$ cat src/hw/cache_pkg.sv
/*
 * Shared widths, address fields and bus tag codes for both L1 caches.
 * Address split is tag[31:10], index[9:6], offset[5:0]; the bus moves one
 * 64-bit beat per cycle, eight beats per line.
 */
package cache_pkg;

  // Processor and bus widths
  localparam int ADDR_W    = 32;
  localparam int BUS_W     = 64;
  localparam int INSTR_W   = 32;
  localparam int WORD_W    = 64;

  // Cache geometry, 4 KB per cache
  localparam int WAYS      = 4;
  localparam int SETS      = 16;
  localparam int BEATS     = 8;
  localparam int OFFSET_W  = 6;
  localparam int INDEX_W   = 4;
  localparam int TAG_W     = 22;
  localparam int BUS_TAG_W = 4;

  typedef logic [ADDR_W-1:0]          addr_t;
  typedef logic [BUS_W-1:0]           bus_word_t;
  typedef logic [INSTR_W-1:0]         instr_t;
  typedef logic [WORD_W-1:0]          word_t;
  typedef logic [TAG_W-1:0]           line_tag_t;
  typedef logic [INDEX_W-1:0]         set_index_t;
  typedef logic [$clog2(BEATS)-1:0]   beat_t;
  typedef logic [$clog2(WAYS)-1:0]    way_t;
  typedef logic [BUS_TAG_W-1:0]       bus_tag_t;

  // Bus tag is {operation, source}; OR one code of each kind together
  localparam bus_tag_t MEM_READ  = 4'b1000;
  localparam bus_tag_t MEM_WRITE = 4'b0000;
  localparam bus_tag_t SRC_INSTR = 4'b0001;
  localparam bus_tag_t SRC_DATA  = 4'b0010;

  typedef enum logic [2:0] {
    IC_IDLE,
    IC_LOOKUP,
    IC_REQUEST,
    IC_FILL,
    IC_RESPOND
  } icache_state_t;

  typedef enum logic [2:0] {
    DC_IDLE,
    DC_LOOKUP,
    DC_WB_REQUEST,
    DC_WB_DATA,
    DC_REQUEST,
    DC_FILL,
    DC_RESPOND
  } dcache_state_t;

  typedef enum logic [1:0] {
    ARB_IDLE,
    ARB_INSTR,
    ARB_DATA
  } arb_state_t;

endpackage

$ cat src/hw/bus_arbiter.sv
/*
 * Merges the two caches onto the tagged memory bus, one transaction at a
 * time. Grant is combinational from registered state so no cycles are added.
 * Responses are routed by the source field of the response tag.
 */
`timescale 1ns/1ps

module bus_arbiter
  import cache_pkg::*;
(
  input  logic      clk,
  input  logic      reset,
  input  logic      instr_req_cyc,
  input  bus_word_t instr_req,
  input  bus_tag_t  instr_req_tag,
  input  logic      instr_req_last,
  input  logic      instr_resp_ack,
  output logic      instr_req_ack,
  output logic      instr_resp_cyc,
  output bus_word_t instr_resp_data,
  input  logic      data_req_cyc,
  input  bus_word_t data_req,
  input  bus_tag_t  data_req_tag,
  input  logic      data_req_last,
  input  logic      data_resp_ack,
  output logic      data_req_ack,
  output logic      data_resp_cyc,
  output bus_word_t data_resp_data,
  output logic      bus_reqcyc,
  output bus_word_t bus_req,
  output bus_tag_t  bus_reqtag,
  output logic      bus_respack,
  input  logic      bus_reqack,
  input  logic      bus_respcyc,
  input  bus_word_t bus_resp,
  input  bus_tag_t  bus_resptag
);

  arb_state_t state;
  logic       last_data;
  logic       read_txn;
  beat_t      resp_beats;

  logic                 pick_instr;
  logic                 grant_instr;
  logic                 grant_data;
  logic                 granted_last;
  logic                 txn_end;
  logic [BUS_TAG_W-2:0] resp_src;

  // Tie break favours whichever cache lost last time
  assign pick_instr  = instr_req_cyc && !(data_req_cyc && !last_data);
  assign grant_instr = (state == ARB_INSTR) || (state == ARB_IDLE && pick_instr);
  assign grant_data  = (state == ARB_DATA) || (state == ARB_IDLE && !pick_instr && data_req_cyc);

  // Request channel mux
  assign bus_reqcyc    = grant_instr ? instr_req_cyc  : grant_data && data_req_cyc;
  assign bus_req       = grant_instr ? instr_req      : data_req;
  assign bus_reqtag    = grant_instr ? instr_req_tag  : data_req_tag;
  assign granted_last  = grant_instr ? instr_req_last : data_req_last;
  assign instr_req_ack = grant_instr && bus_reqack;
  assign data_req_ack  = grant_data && bus_reqack;

  // Responses go where the tag says
  assign resp_src        = bus_resptag[BUS_TAG_W-2:0];
  assign instr_resp_cyc  = bus_respcyc && resp_src == SRC_INSTR[BUS_TAG_W-2:0];
  assign data_resp_cyc   = bus_respcyc && resp_src == SRC_DATA[BUS_TAG_W-2:0];
  assign instr_resp_data = bus_resp;
  assign data_resp_data  = bus_resp;
  assign bus_respack     = grant_instr ? instr_resp_ack : grant_data && data_resp_ack;

  // Read ends on the 8th acked beat, write-back on its acked last beat
  assign txn_end = read_txn ? (bus_respcyc && bus_respack && resp_beats == beat_t'(BEATS - 1))
                            : (bus_reqcyc && bus_reqack && granted_last);

  always_ff @(posedge clk) begin
    if (!reset) begin
      state      <= ARB_IDLE;
      last_data  <= 1'b0;
      read_txn   <= 1'b0;
      resp_beats <= '0;
    end else begin
      case (state)
        ARB_IDLE: begin
          resp_beats <= '0;
          if (grant_instr || grant_data) begin
            state     <= grant_instr ? ARB_INSTR : ARB_DATA;
            last_data <= grant_data;
            read_txn  <= bus_reqtag[BUS_TAG_W-1] == MEM_READ[BUS_TAG_W-1];
          end
        end
        ARB_INSTR, ARB_DATA: begin
          if (bus_respcyc && bus_respack) begin
            resp_beats <= resp_beats + 1'b1;
          end
          if (txn_end) begin
            state <= ARB_IDLE;
          end
        end
        default: state <= ARB_IDLE;
      endcase
    end
  end

  a_resp_src: assert property (@(posedge clk) disable iff (!reset)
    bus_respcyc |-> (grant_instr && resp_src == SRC_INSTR[BUS_TAG_W-2:0]) ||
                    (grant_data && resp_src == SRC_DATA[BUS_TAG_W-2:0]));

  // Beats of a locked transaction keep the operation it started with
  a_grant_locked: assert property (@(posedge clk) disable iff (!reset)
    state != ARB_IDLE && bus_reqcyc |->
      (bus_reqtag[BUS_TAG_W-1] == MEM_READ[BUS_TAG_W-1]) == read_txn);

endmodule

$ cat config.mk
export PLATFORM = sky130hd
export DESIGN_NAME = bus_arbiter
export DESIGN_NICKNAME = d
export VERILOG_FILES = /design/src/hw/cache_pkg.sv /design/src/hw/bus_arbiter.sv
export SDC_FILE = /design/constraint.sdc
export NUM_CORES = 1
export LEC_CHECK = 0
export BUFFER_PORTS_ARGS = -buffer_cell sky130_fd_sc_hd__buf_4
export CORE_AREA = 2 2 162 164
export CTS_BUF_LIST = sky130_fd_sc_hd__clkbuf_8
export DETAILED_ROUTE_END_ITERATION = 10
export DIE_AREA = 0 0 164 166
export GPL_ROUTABILITY_DRIVEN = 0
export PLACE_DENSITY = 0.43
export SLEW_MARGIN = 20
export SYNTH_ARGS = -nofsm -noshare
export SYNTH_HDL_FRONTEND = slang
export SYNTH_SLANG_ARGS = --single-unit
export TNS_END_PERCENT = 50
$ cat constraint.sdc
create_clock -name clk -period 4.2 [get_ports clk]
set_clock_uncertainty 0.05 [all_clocks]
set_input_delay 0.84 -clock clk [delete_from_list [all_inputs] [get_ports clk]]
set_output_delay 0.84 -clock clk [all_outputs]
set_load 0.05 [all_outputs]
==> results of run 1 <==
worst register-to-register path: cells and delay by family (launching register included):
| family | cells | cell delay [ps] |
|---|---|---|
| flops | 1 | 350 |
| compound gates | 3 | 670 |
| buf+inv | 2 | 350 |
| mux | 1 | 180 |
| simple gates | 1 | 170 |
| fa+ha+maj | 1 | 350 |
per-layer routing:
layer	track usage, %	vias to the layer above	part of all wire [%]
met5	0	-	0.15
met4	4.08	2	6.8
met3	2.07	65	14
met2	9.37	155	47
met1	5.67	880	32
li1	-	956	-
sequential cells by signal, indices dropped and copies added, names as in the netlist:
signal and cells:
resp_beats 3, state 2, read_txn 1, last_data 1
per-stage QoR:
step | total power, mW | instances
final | 2.60 | 693
after global routing | 2.75 | 693
after CTS | 2.65 | 693
after detailed placement | 2.55 | 689
after global placement | 2.55 | 689
after floorplan | 2.18 | 268
Yosys cell counts, drive strengths merged, types with 2 or more instances:
cell | number | area (um^2)
mux2i | 2 | 20.0
nand3b | 3 | 22.5
dfxtp | 7 | 140
nand2b | 3 | 18.8
a21boi | 3 | 22.5
nor2 | 2 | 7.51
o22ai | 2 | 18.8
nand2 | 9 | 33.8
mux2 | 68 | 766
and2 | 4 | 27.5
o21ai | 4 | 20.0
nor4bb | 2 | 20.0
a31oi | 2 | 25.0
ha | 5 | 62.6
buf | 137 | 1010
nor2b | 2 | 12.5
inv | 5 | 18.8
final cells by class:
class / count / area share [%]
timing repair buffer: 223 / 48.7
multi-input combinational: 119 / 33.4
tap: 335 / 12.1
sequential: 7 / 4.04
clock buffer: 3 / 1.19
inverter: 5 / 0.542
clock inverter: 1 / 0.108
kinds of logic (layout without fill, tap and decap cells):
logic type                 count (synthesis)  count (layout)  share of synthesized area [%]
AOI/OAI and AO/OA                         16              16                           5.52
adders and majority gates                  5               5                           2.71
buffers and inverters                    142             232                           44.3
DFF                                        7               7                           6.06
muxes                                     70              70                           34.0
and+or+nand+nor                           28              28                           7.41
power by group:
| group | switching (mW) | internal [mW] | total (mW) | leakage (nW) |
|---|---|---|---|---|
| logic | 1.53 | 0.879 | 2.41 | 1.53 |
| registers | 0.0134 | 0.0861 | 0.0995 | 0.0572 |
| clock network | 0.0292 | 0.0632 | 0.0924 | 0.0269 |
| total | 1.57 | 1.03 | 2.60 | 1.61 |
path summary, 6_finish.rpt:
| path | from | end | slack, ps |
|---|---|---|---|
| setup reg to reg | state[1] | state[1] | 1970 |
| hold reg to reg | read_txn | read_txn | 430 |
| hold / removal | read_txn | read_txn | 430 |
| setup / recovery | data_req_cyc | bus_reqtag[1] | 950 |
==> qor.yml, run 1 <==
outcome:
  status: "complete, no violations"
synthesis:
  synthArstFlopShare_pct: 0
  synth_cells: 268
  synth_area_um2: 2310
  synth.distinct_cells: 30
  syn_area_per_cell_um2: 8.63
  synth_top_flop_cell: "dfxtp_1"
  yosysWarnings: 0
  synth_edf_count: 0
  synth-seq-area-share_pct: 6.06
  syn_nets: 487
  ys_seq_elements: 7
floorplan:
  die_w_um: 164
  rows: 59
  io_pins: 416
  die_h_um: 166
  start_util_pct: 9.03
  die_area_um2: 27200
  core_area_um2: 25600
sta:
  final-setup-viol-count: 0
  fin_crit_ps: 3250
  max_slew_margin_pct: 63.9
  finalCritPeriodShare_pct: 77.3
  whs_ps: 433
  slew_viol_final: 0
  worst_pin_slew_ps: 542
  clock.fmax_mhz: 308
  tns_ps: 0
  rsz0062_at_grt: "false"
  fin_ws_ps: 953
  finalHoldViolCount: 0
detailed_routing:
  antenna_left: 0
  wl_per_cell_um: 12.4
  initialDrtViolationCount: 26
  vias: 2058
  drt_first_pass_iters: 4
  vias_per_cell: 2.97
  drcViolationCount: 0
  wl_mm: 8.62
critical_path:
  critical_path_class: "input pin to output port"
  cpPeakStageDelay_ps: 430
  worst_setup_path_start_kind: "input pin"
  arrival_ps: 2360
  path_delay_family: "buffers and inverters"
  crit_chain: "buf_4, nand2b_1, a31oi_4, buf_12, mux2_2, buf_4"
  crit_fanout: 75
  cp_slowest_cell: "mux2_2"
  cp_num_cells: 6
  required_ps: 3310
  reg2regPathDepth: 8
  cp_common_cell: "buf_4"
  crit_buf_inv: 3
  end_kind: "output port"
pwr:
  leakagePower_nw: 1.61
  pwr_density_cell_nw_per_um2: 751
  peakVddDrop_mv: 0.305
placement:
  portBuffers: 222
  place_ws_ps: 993
  place.detailed.hpwl_mm: 7.38
  place_area_um2: 3420
cells_and_area:
  layout_common_cells: "buf_4, mux2_2, nand2_1"
  final_nets: 578
  fill_cells: 2964
  area_delta_synth_final_pct: 49.9
  multiInputGateArea_um2: 1160
  drive_gt1_share_pct: 83.5
  antenna_cells: 0
  post-route-cell-area_um2: 3470
  seq_area_um2: 140
  final_core_util_pct: 13.5
  final_common_cell: "buf_4"
job:
  cap_viol_max_count: 0
global_route:
  grt_start_max_net_pins: 76
  grt_pass1_vias: 2034
  grt_overflow: 0
  grt_pass1_wl_mm: 11.6
  antenna_found_initial: 1
  grt_usage_pct: 5.60
cts:
  cts_tree: "yes"
  cts_resized: 0
  cts.sinks: 7
  hold_buffers: 0
  clk_pin_slew_ps: 40
  clk_path_buf_depth: 2
  cts_setup_buffers: 0
  cts_root_buf: "clkbuf_8"
  clk_latency_ps: 220
  cts-buffers-inserted: 3
  h-tree-depth: 1
worst_hold_path:
  hold_depth: 2
  hold_class: "flop to flop"
No activity file was read; power rests on OpenSTA's default activity.
==> run 2, diff against run 1 <==
- ABC_AREA: not set -> 1
- CORE_AREA: 2 2 162 164 -> 2 2 163 165
- DIE_AREA: 0 0 164 166 -> 0 0 165 167
- PLACE_DENSITY: 0.43 -> 0.44
- clock period: 4.2 -> 2.7 ns (I/O delays scaled with it)
==> qor.yml, run 2 <==
outcome:
  status: "complete, no violations"
cts:
  cts_tree: "yes"
  cts_setup_buffers: 0  # unchanged
  h-tree-depth: 1  # unchanged
  clk_latency_ps: 230  # about the same
  clk_path_buf_depth: 2  # unchanged
  cts.sinks: 7  # unchanged
  hold_buffers: 0  # unchanged
  cts_root_buf: "clkbuf_8"
  cts_resized: 0  # unchanged
  cts-buffers-inserted: 3  # unchanged
  clk_pin_slew_ps: 40  # about the same
critical_path:
  worst_setup_path_start_kind: "flop"
  crit_fanout: 26  # -65%
  end_kind: "output port"
  critical_path_class: "flop to output port"
  crit_chain: "inv_1, ha_1, nand3_2, nand2_4, inv_4, buf_12, nand2_4, inv_2, nor2_4, buf_4"
  cp_num_cells: 10  # +4
  required_ps: 2110  # -1200 ps
  arrival_ps: 1970  # -390 ps
  crit_buf_inv: 5  # +2
  cp_common_cell: "nand2_4"
  path_delay_family: "buffers and inverters"
  cp_slowest_cell: "dfxtp_1"
  reg2regPathDepth: 13  # +5
  cpPeakStageDelay_ps: 320  # -110 ps
cells_and_area:
  area_delta_synth_final_pct: 51.3
  antenna_cells: 0  # unchanged
  final_cells: 854  # +23%
  regMostFlops: "resp_beats"
  fill_cells: 3017  # +1.8%
  largestRegisters: "resp_beats x3, state x2"
  final_core_util_pct: 13.7  # +0.15 points
  drive_gt1_share_pct: 45.7  # -38 points
  largest_reg_flops: 3  # unchanged
  layout_common_cells: "nand2_1, buf_4, inv_1"
  final_nets: 739  # +28%
  final_common_cell: "nand2_1"
sta:
  whs_ps: 413  # -20.3 ps
  rsz0062_at_grt: "false"
  worst_pin_slew_ps: 357  # -185 ps
  tns_ps: 0  # unchanged
  max_slew_margin_pct: 76.2  # +12 points
  slew_viol_final: 0  # unchanged
  finalHoldViolCount: 0  # unchanged
  final-setup-viol-count: 0  # unchanged
  finalCritPeriodShare_pct: 94.8
  clock.fmax_mhz: 391
  fin_crit_ps: 2560
detailed_routing:
  drcViolationCount: 0  # unchanged
  wl_mm: 8.97  # +4.0%
  drt_first_pass_iters: 4  # unchanged
  vias_per_cell: 3.10  # +4.5%
  antenna_left: 0  # unchanged
  initialDrtViolationCount: 63  # +140%
  wl_per_cell_um: 10.5  # -16%
  vias: 2649  # +29%
worst_hold_path:
  hold_class: "flop to flop"
  hold_depth: 1  # -1
synthesis:
  synth_edf_count: 0  # unchanged
  yosysMostFrequentCell: "nand2_1"
  synth_top_flop_cell: "dfxtp_1"
  synthTopCellsByArea: "buf_4, nand2_1, dfxtp_1"
  synth-seq-area-share_pct: 6.02  # -0.042 points
  syn_area_per_cell_um2: 5.40  # -37%
  synth_area_um2: 2330  # +0.70%
  yosys-top-cells-count: "nand2_1, buf_4, inv_1"
  yosysWarnings: 0  # unchanged
  synth.distinct_cells: 21  # -30%
  yosysTopAreaCellShare_pct: 41.3  # -0.29 points
  synthArstFlopShare_pct: 0  # unchanged
  syn_nets: 650  # +33%
  synth_cells: 431  # +61%
  synth_area_leader_cell: "buf_4"
  ys_seq_elements: 7  # unchanged
floorplan:
  rows: 59  # unchanged
  io_pins: 416  # unchanged
  die_area_um2: 27600  # +1.2%
  core_area_um2: 25800  # +0.58%
  die_h_um: 167  # +0.60%
  die_w_um: 165  # +0.61%
  start_util_pct: 9.04  # +0.011 points
global_route:
  grt_pass1_wl_mm: 13.1  # +12%
  grt_start_max_net_pins: 48  # -37%
  grt_pass1_vias: 2616  # +29%
  grt_usage_pct: 5.97  # +0.37 points
  grt_overflow: 0  # unchanged
  antenna_found_initial: 0  # -1
pwr:
  leakagePower_nw: 2.03  # +26%
  peakVddDrop_mv: 0.634  # +110%
  pwr_density_cell_nw_per_um2: 1370  # +83%
placement:
  portBuffers: 222  # unchanged
  place.detailed.hpwl_mm: 7.84  # +6.3%
  dp.cells: 850  # +23%
job:
  cap_viol_max_count: 0  # unchanged
==> run 2: changes by cell type in the layout (fill, tap and decap cells not counted), sizes merged, moves of 3 or more <==
cell    change
mux2       -68
nand2     +220
nand3       +8
inv        +12
a21oi       +7
a21boi      -3
nor2        +5
nand2b      -3
and2        -4
buf         +3
==> run 2: logic make-up after synthesis <==
| family | count (synthesis) | synth area share [%] |
|---|---|---|
| AOI/OAI and AO/OA | 12 | 2.63 |
| buffers and inverters | 159 | 46.5 |
| and+or+nand+nor | 248 | 42.2 |
| DFF | 7 | 6.02 |
| adders and majority gates | 5 | 2.69 |
==> run 2: per-layer routing <==
metal	routed length (um)	GRT usage, %	vias up
met2	4330	10.8	201
met1	3100	5.77	1062
met5	0	0	-
met3	1180	2.62	46
met4	359	2.80	0
li1	-	-	1340
==> run 2: final timing paths <==
| kind | startpoint | endpoint | slack (ps) |
|---|---|---|---|
| min reg2reg | resp_beats[0] | resp_beats[0] | 410 |
| max | state[0] | bus_respack | 140 |
| min | resp_beats[0] | resp_beats[0] | 410 |
| max reg2reg | state[0] | resp_beats[2] | 690 |
==> run 2: final cells by class <==
class,count,area (um^2),area share [%]
Clock buffer,3,41.3,1.17
Clock inverter,1,3.75,0.107
Inverter,17,66.3,1.88
Multi-Input combinational cell,265,1110,31.4
Sequential cell,7,140,3.98
Tap cell,335,419,11.9
Timing Repair Buffer,226,1750,49.6
==> run 2: worst reg2reg max path: stages (launching register included) <==
cell     delay (ps)
dfxtp_1         320
inv_1            80
ha_1            310
nand3_2         190
nand2_4         150
inv_4            60
buf_12          160
nand2_4          90
inv_2            50
nor2_4          130
nand3_2         110
inv_2            80
nand2_1          50
a21oi_1         120
==> run 2: stage by stage <==
stage	worst slack, ps	instance area (um^2)	total power [mW]
global route	25.6	3520	5.17
CTS	116	3520	4.91
finish	141	3520	4.83
floorplan	289	2330	3.73
detailed placement	362	3480	4.75
global placement	393	3480	4.76
==> run 2: power breakdown <==
group / total, mW / switching, mW / internal, mW
clock network: 0.145 / 0.0462 / 0.0984
registers: 0.153 / 0.0218 / 0.131
logic: 4.53 / 3.23 / 1.30
total: 4.83 / 3.30 / 1.53
==> run 3, diff against run 2 <==
- RECOVER_POWER: not set -> 100
==> qor.yml, run 3 (synthesized netlist as in run 2, its figures left out) <==
floorplan:
  die_w_um: 165  # unchanged
  die_area_um2: 27600  # unchanged
  start_util_pct: 9.04  # unchanged
  io_pins: 416  # unchanged
  core_area_um2: 25800  # unchanged
  rows: 59  # unchanged
  die_h_um: 167  # unchanged
critical_path:
  critical_path_class: "flop to output port"
  cp-startpoint: "state[0]"
  worst_setup_path_start_kind: "flop"
  crit_buf_inv: 4  # -1
  cp_slowest_cell: "dfxtp_1"
  required_ps: 2110  # about the same
  arrival_ps: 1960  # about the same
  timing.rr.start: "state[0]"
  crit_chain: "inv_1, ha_1, nand3_2, nand2_4, inv_4, buf_12, nand2_1, nand2_1, clkbuf_4"
  ff2ff_setup_slack_ps: 630  # -60 ps
  path_delay_family: "buffers and inverters"
  cp_common_cell: "nand2_1"
  cpPeakStageDelay_ps: 350  # +30 ps
  rr_endpoint: "resp_beats[2]"
  end_kind: "output port"
  crit_fanout: 47  # +81%
  reg2regPathDepth: 13  # unchanged
worst_hold_path:
  hold_class: "flop to flop"
  hold_end: "resp_beats[0]"
  hold_depth: 1  # unchanged
  worstHoldStart: "resp_beats[0]"
cts:
  cts_resized: 0  # unchanged
  cts_setup_buffers: 0  # unchanged
  clk_path_buf_depth: 2  # unchanged
  h-tree-depth: 1  # unchanged
  cts-buffers-inserted: 3  # unchanged
  clk_latency_ps: 230  # about the same
  cts_tree: "yes"
  hold_buffers: 0  # unchanged
  clk_pin_slew_ps: 40  # about the same
  cts_root_buf: "clkbuf_8"
  cts.sinks: 7  # unchanged
detailed_routing:
  initialDrtViolationCount: 67  # +6.3%
  vias_per_cell: 3.12  # +0.60%
  antenna_left: 0  # unchanged
  wl_mm: 8.96  # -0.10%
  drt_first_pass_iters: 4  # unchanged
  wl_per_cell_um: 10.5  # -0.10%
  drcViolationCount: 0  # unchanged
  vias: 2665  # +0.60%
sta:
  clock.fmax_mhz: 391  # +0.16%
  whs_ps: 413  # +0.308 ps
  finalCritPeriodShare_pct: 94.6  # -0.15 points
  finalHoldViolCount: 0  # unchanged
  rsz0062_at_grt: "false"
  fin_crit_ps: 2550  # -4.13 ps
  final-setup-viol-count: 0  # unchanged
  max_slew_margin_pct: 59.8  # -16 points
  slew_viol_final: 0  # unchanged
  worst_pin_slew_ps: 606  # +249 ps
  tns_ps: 0  # unchanged
outcome:
  status: "complete, no violations"
pwr:
  pwr_density_cell_nw_per_um2: 1350  # -1.6%
  peakVddDrop_mv: 0.592  # -6.6%
  leakagePower_nw: 1.99  # -2.0%
cells_and_area:
  largest_reg_flops: 3  # unchanged
  fill_cells: 3040  # +0.76%
  area_delta_synth_final_pct: 46.5
  drive_gt1_share_pct: 44.9  # -0.77 points
  final_common_cell: "nand2_1"
  regMostFlops: "resp_beats"
  layout_common_cells: "nand2_1, buf_4, clkbuf_4"
  largestRegisters: "resp_beats x3, state x2"
  multiInputGateArea_um2: 1100  # -0.45%
  final_core_util_pct: 13.2  # -0.44 points
  final_nets: 739  # unchanged
  antenna_cells: 0  # unchanged
  seq_area_um2: 140  # unchanged
placement:
  portBuffers: 222  # unchanged
  place.detailed.hpwl_mm: 7.84  # unchanged
job:
  cap_viol_max_count: 0  # unchanged
global_route:
  top_usage_layer: "met2"
  met3_usage_pct: 2.62  # unchanged
  grt_start_max_net_pins: 48  # unchanged
  grt_pass1_vias: 2616  # unchanged
  grt_usage_pct: 5.97  # unchanged
  use_met2_pct: 10.8  # unchanged
  antenna_found_initial: 0  # unchanged
  grt_overflow: 0  # unchanged
  grt_use_met1_pct: 5.77  # unchanged
  grt_pass1_wl_mm: 13.1  # unchanged
## run 3: area by class of cell
cell class | count | area share [%]
timing repair buffer | 226 | 48.1
sequential | 7 | 4.11
clock inverter | 1 | 0.110
multi-input combinational | 265 | 32.3
inverter | 17 | 1.94
tap | 335 | 12.3
clock buffer | 3 | 1.21
## run 3: worst max path at each step
stage                    end  slack, ps  cells past startpoint
5_1_grt          bus_req[45]         20                      9
3_3_place_gp     bus_respack        390                     10
4_1_cts          bus_respack        120                     10
2_1_floorplan  instr_req_ack        290                      7
3_5_place_dp     bus_respack        360                     10
6_report         bus_req[45]        150                      9
## run 3: report_power, final
| group | total (mW) | switching, mW | internal (mW) | leakage (nW) |
|---|---|---|---|---|
| Clock | 0.145 | 0.0463 | 0.0984 | 0.0269 |
| Sequential | 0.153 | 0.0215 | 0.131 | 0.0572 |
| Combinational | 4.31 | 3.21 | 1.10 | 1.90 |
| Total | 4.60 | 3.28 | 1.33 | 1.99 |
## run 3: through the flow
stage          setup slack [ps]  instances  area [um^2]  power, mW
6_report                    145        854         3410       4.60
5_1_grt                    24.3        854         3410       4.95
4_1_cts                     116        854         3520       4.91
3_5_place_dp                362        850         3480       4.75
3_3_place_gp                393        850         3480       4.76
2_1_floorplan               289        431         2330       3.73
## run 3: per-layer routing
metal / up-vias / routed length, um
li1: 1339 / -
met1: 1065 / 3060
met2: 215 / 4310
met3: 46 / 1230
met4: 0 / 359
met5: - / 0
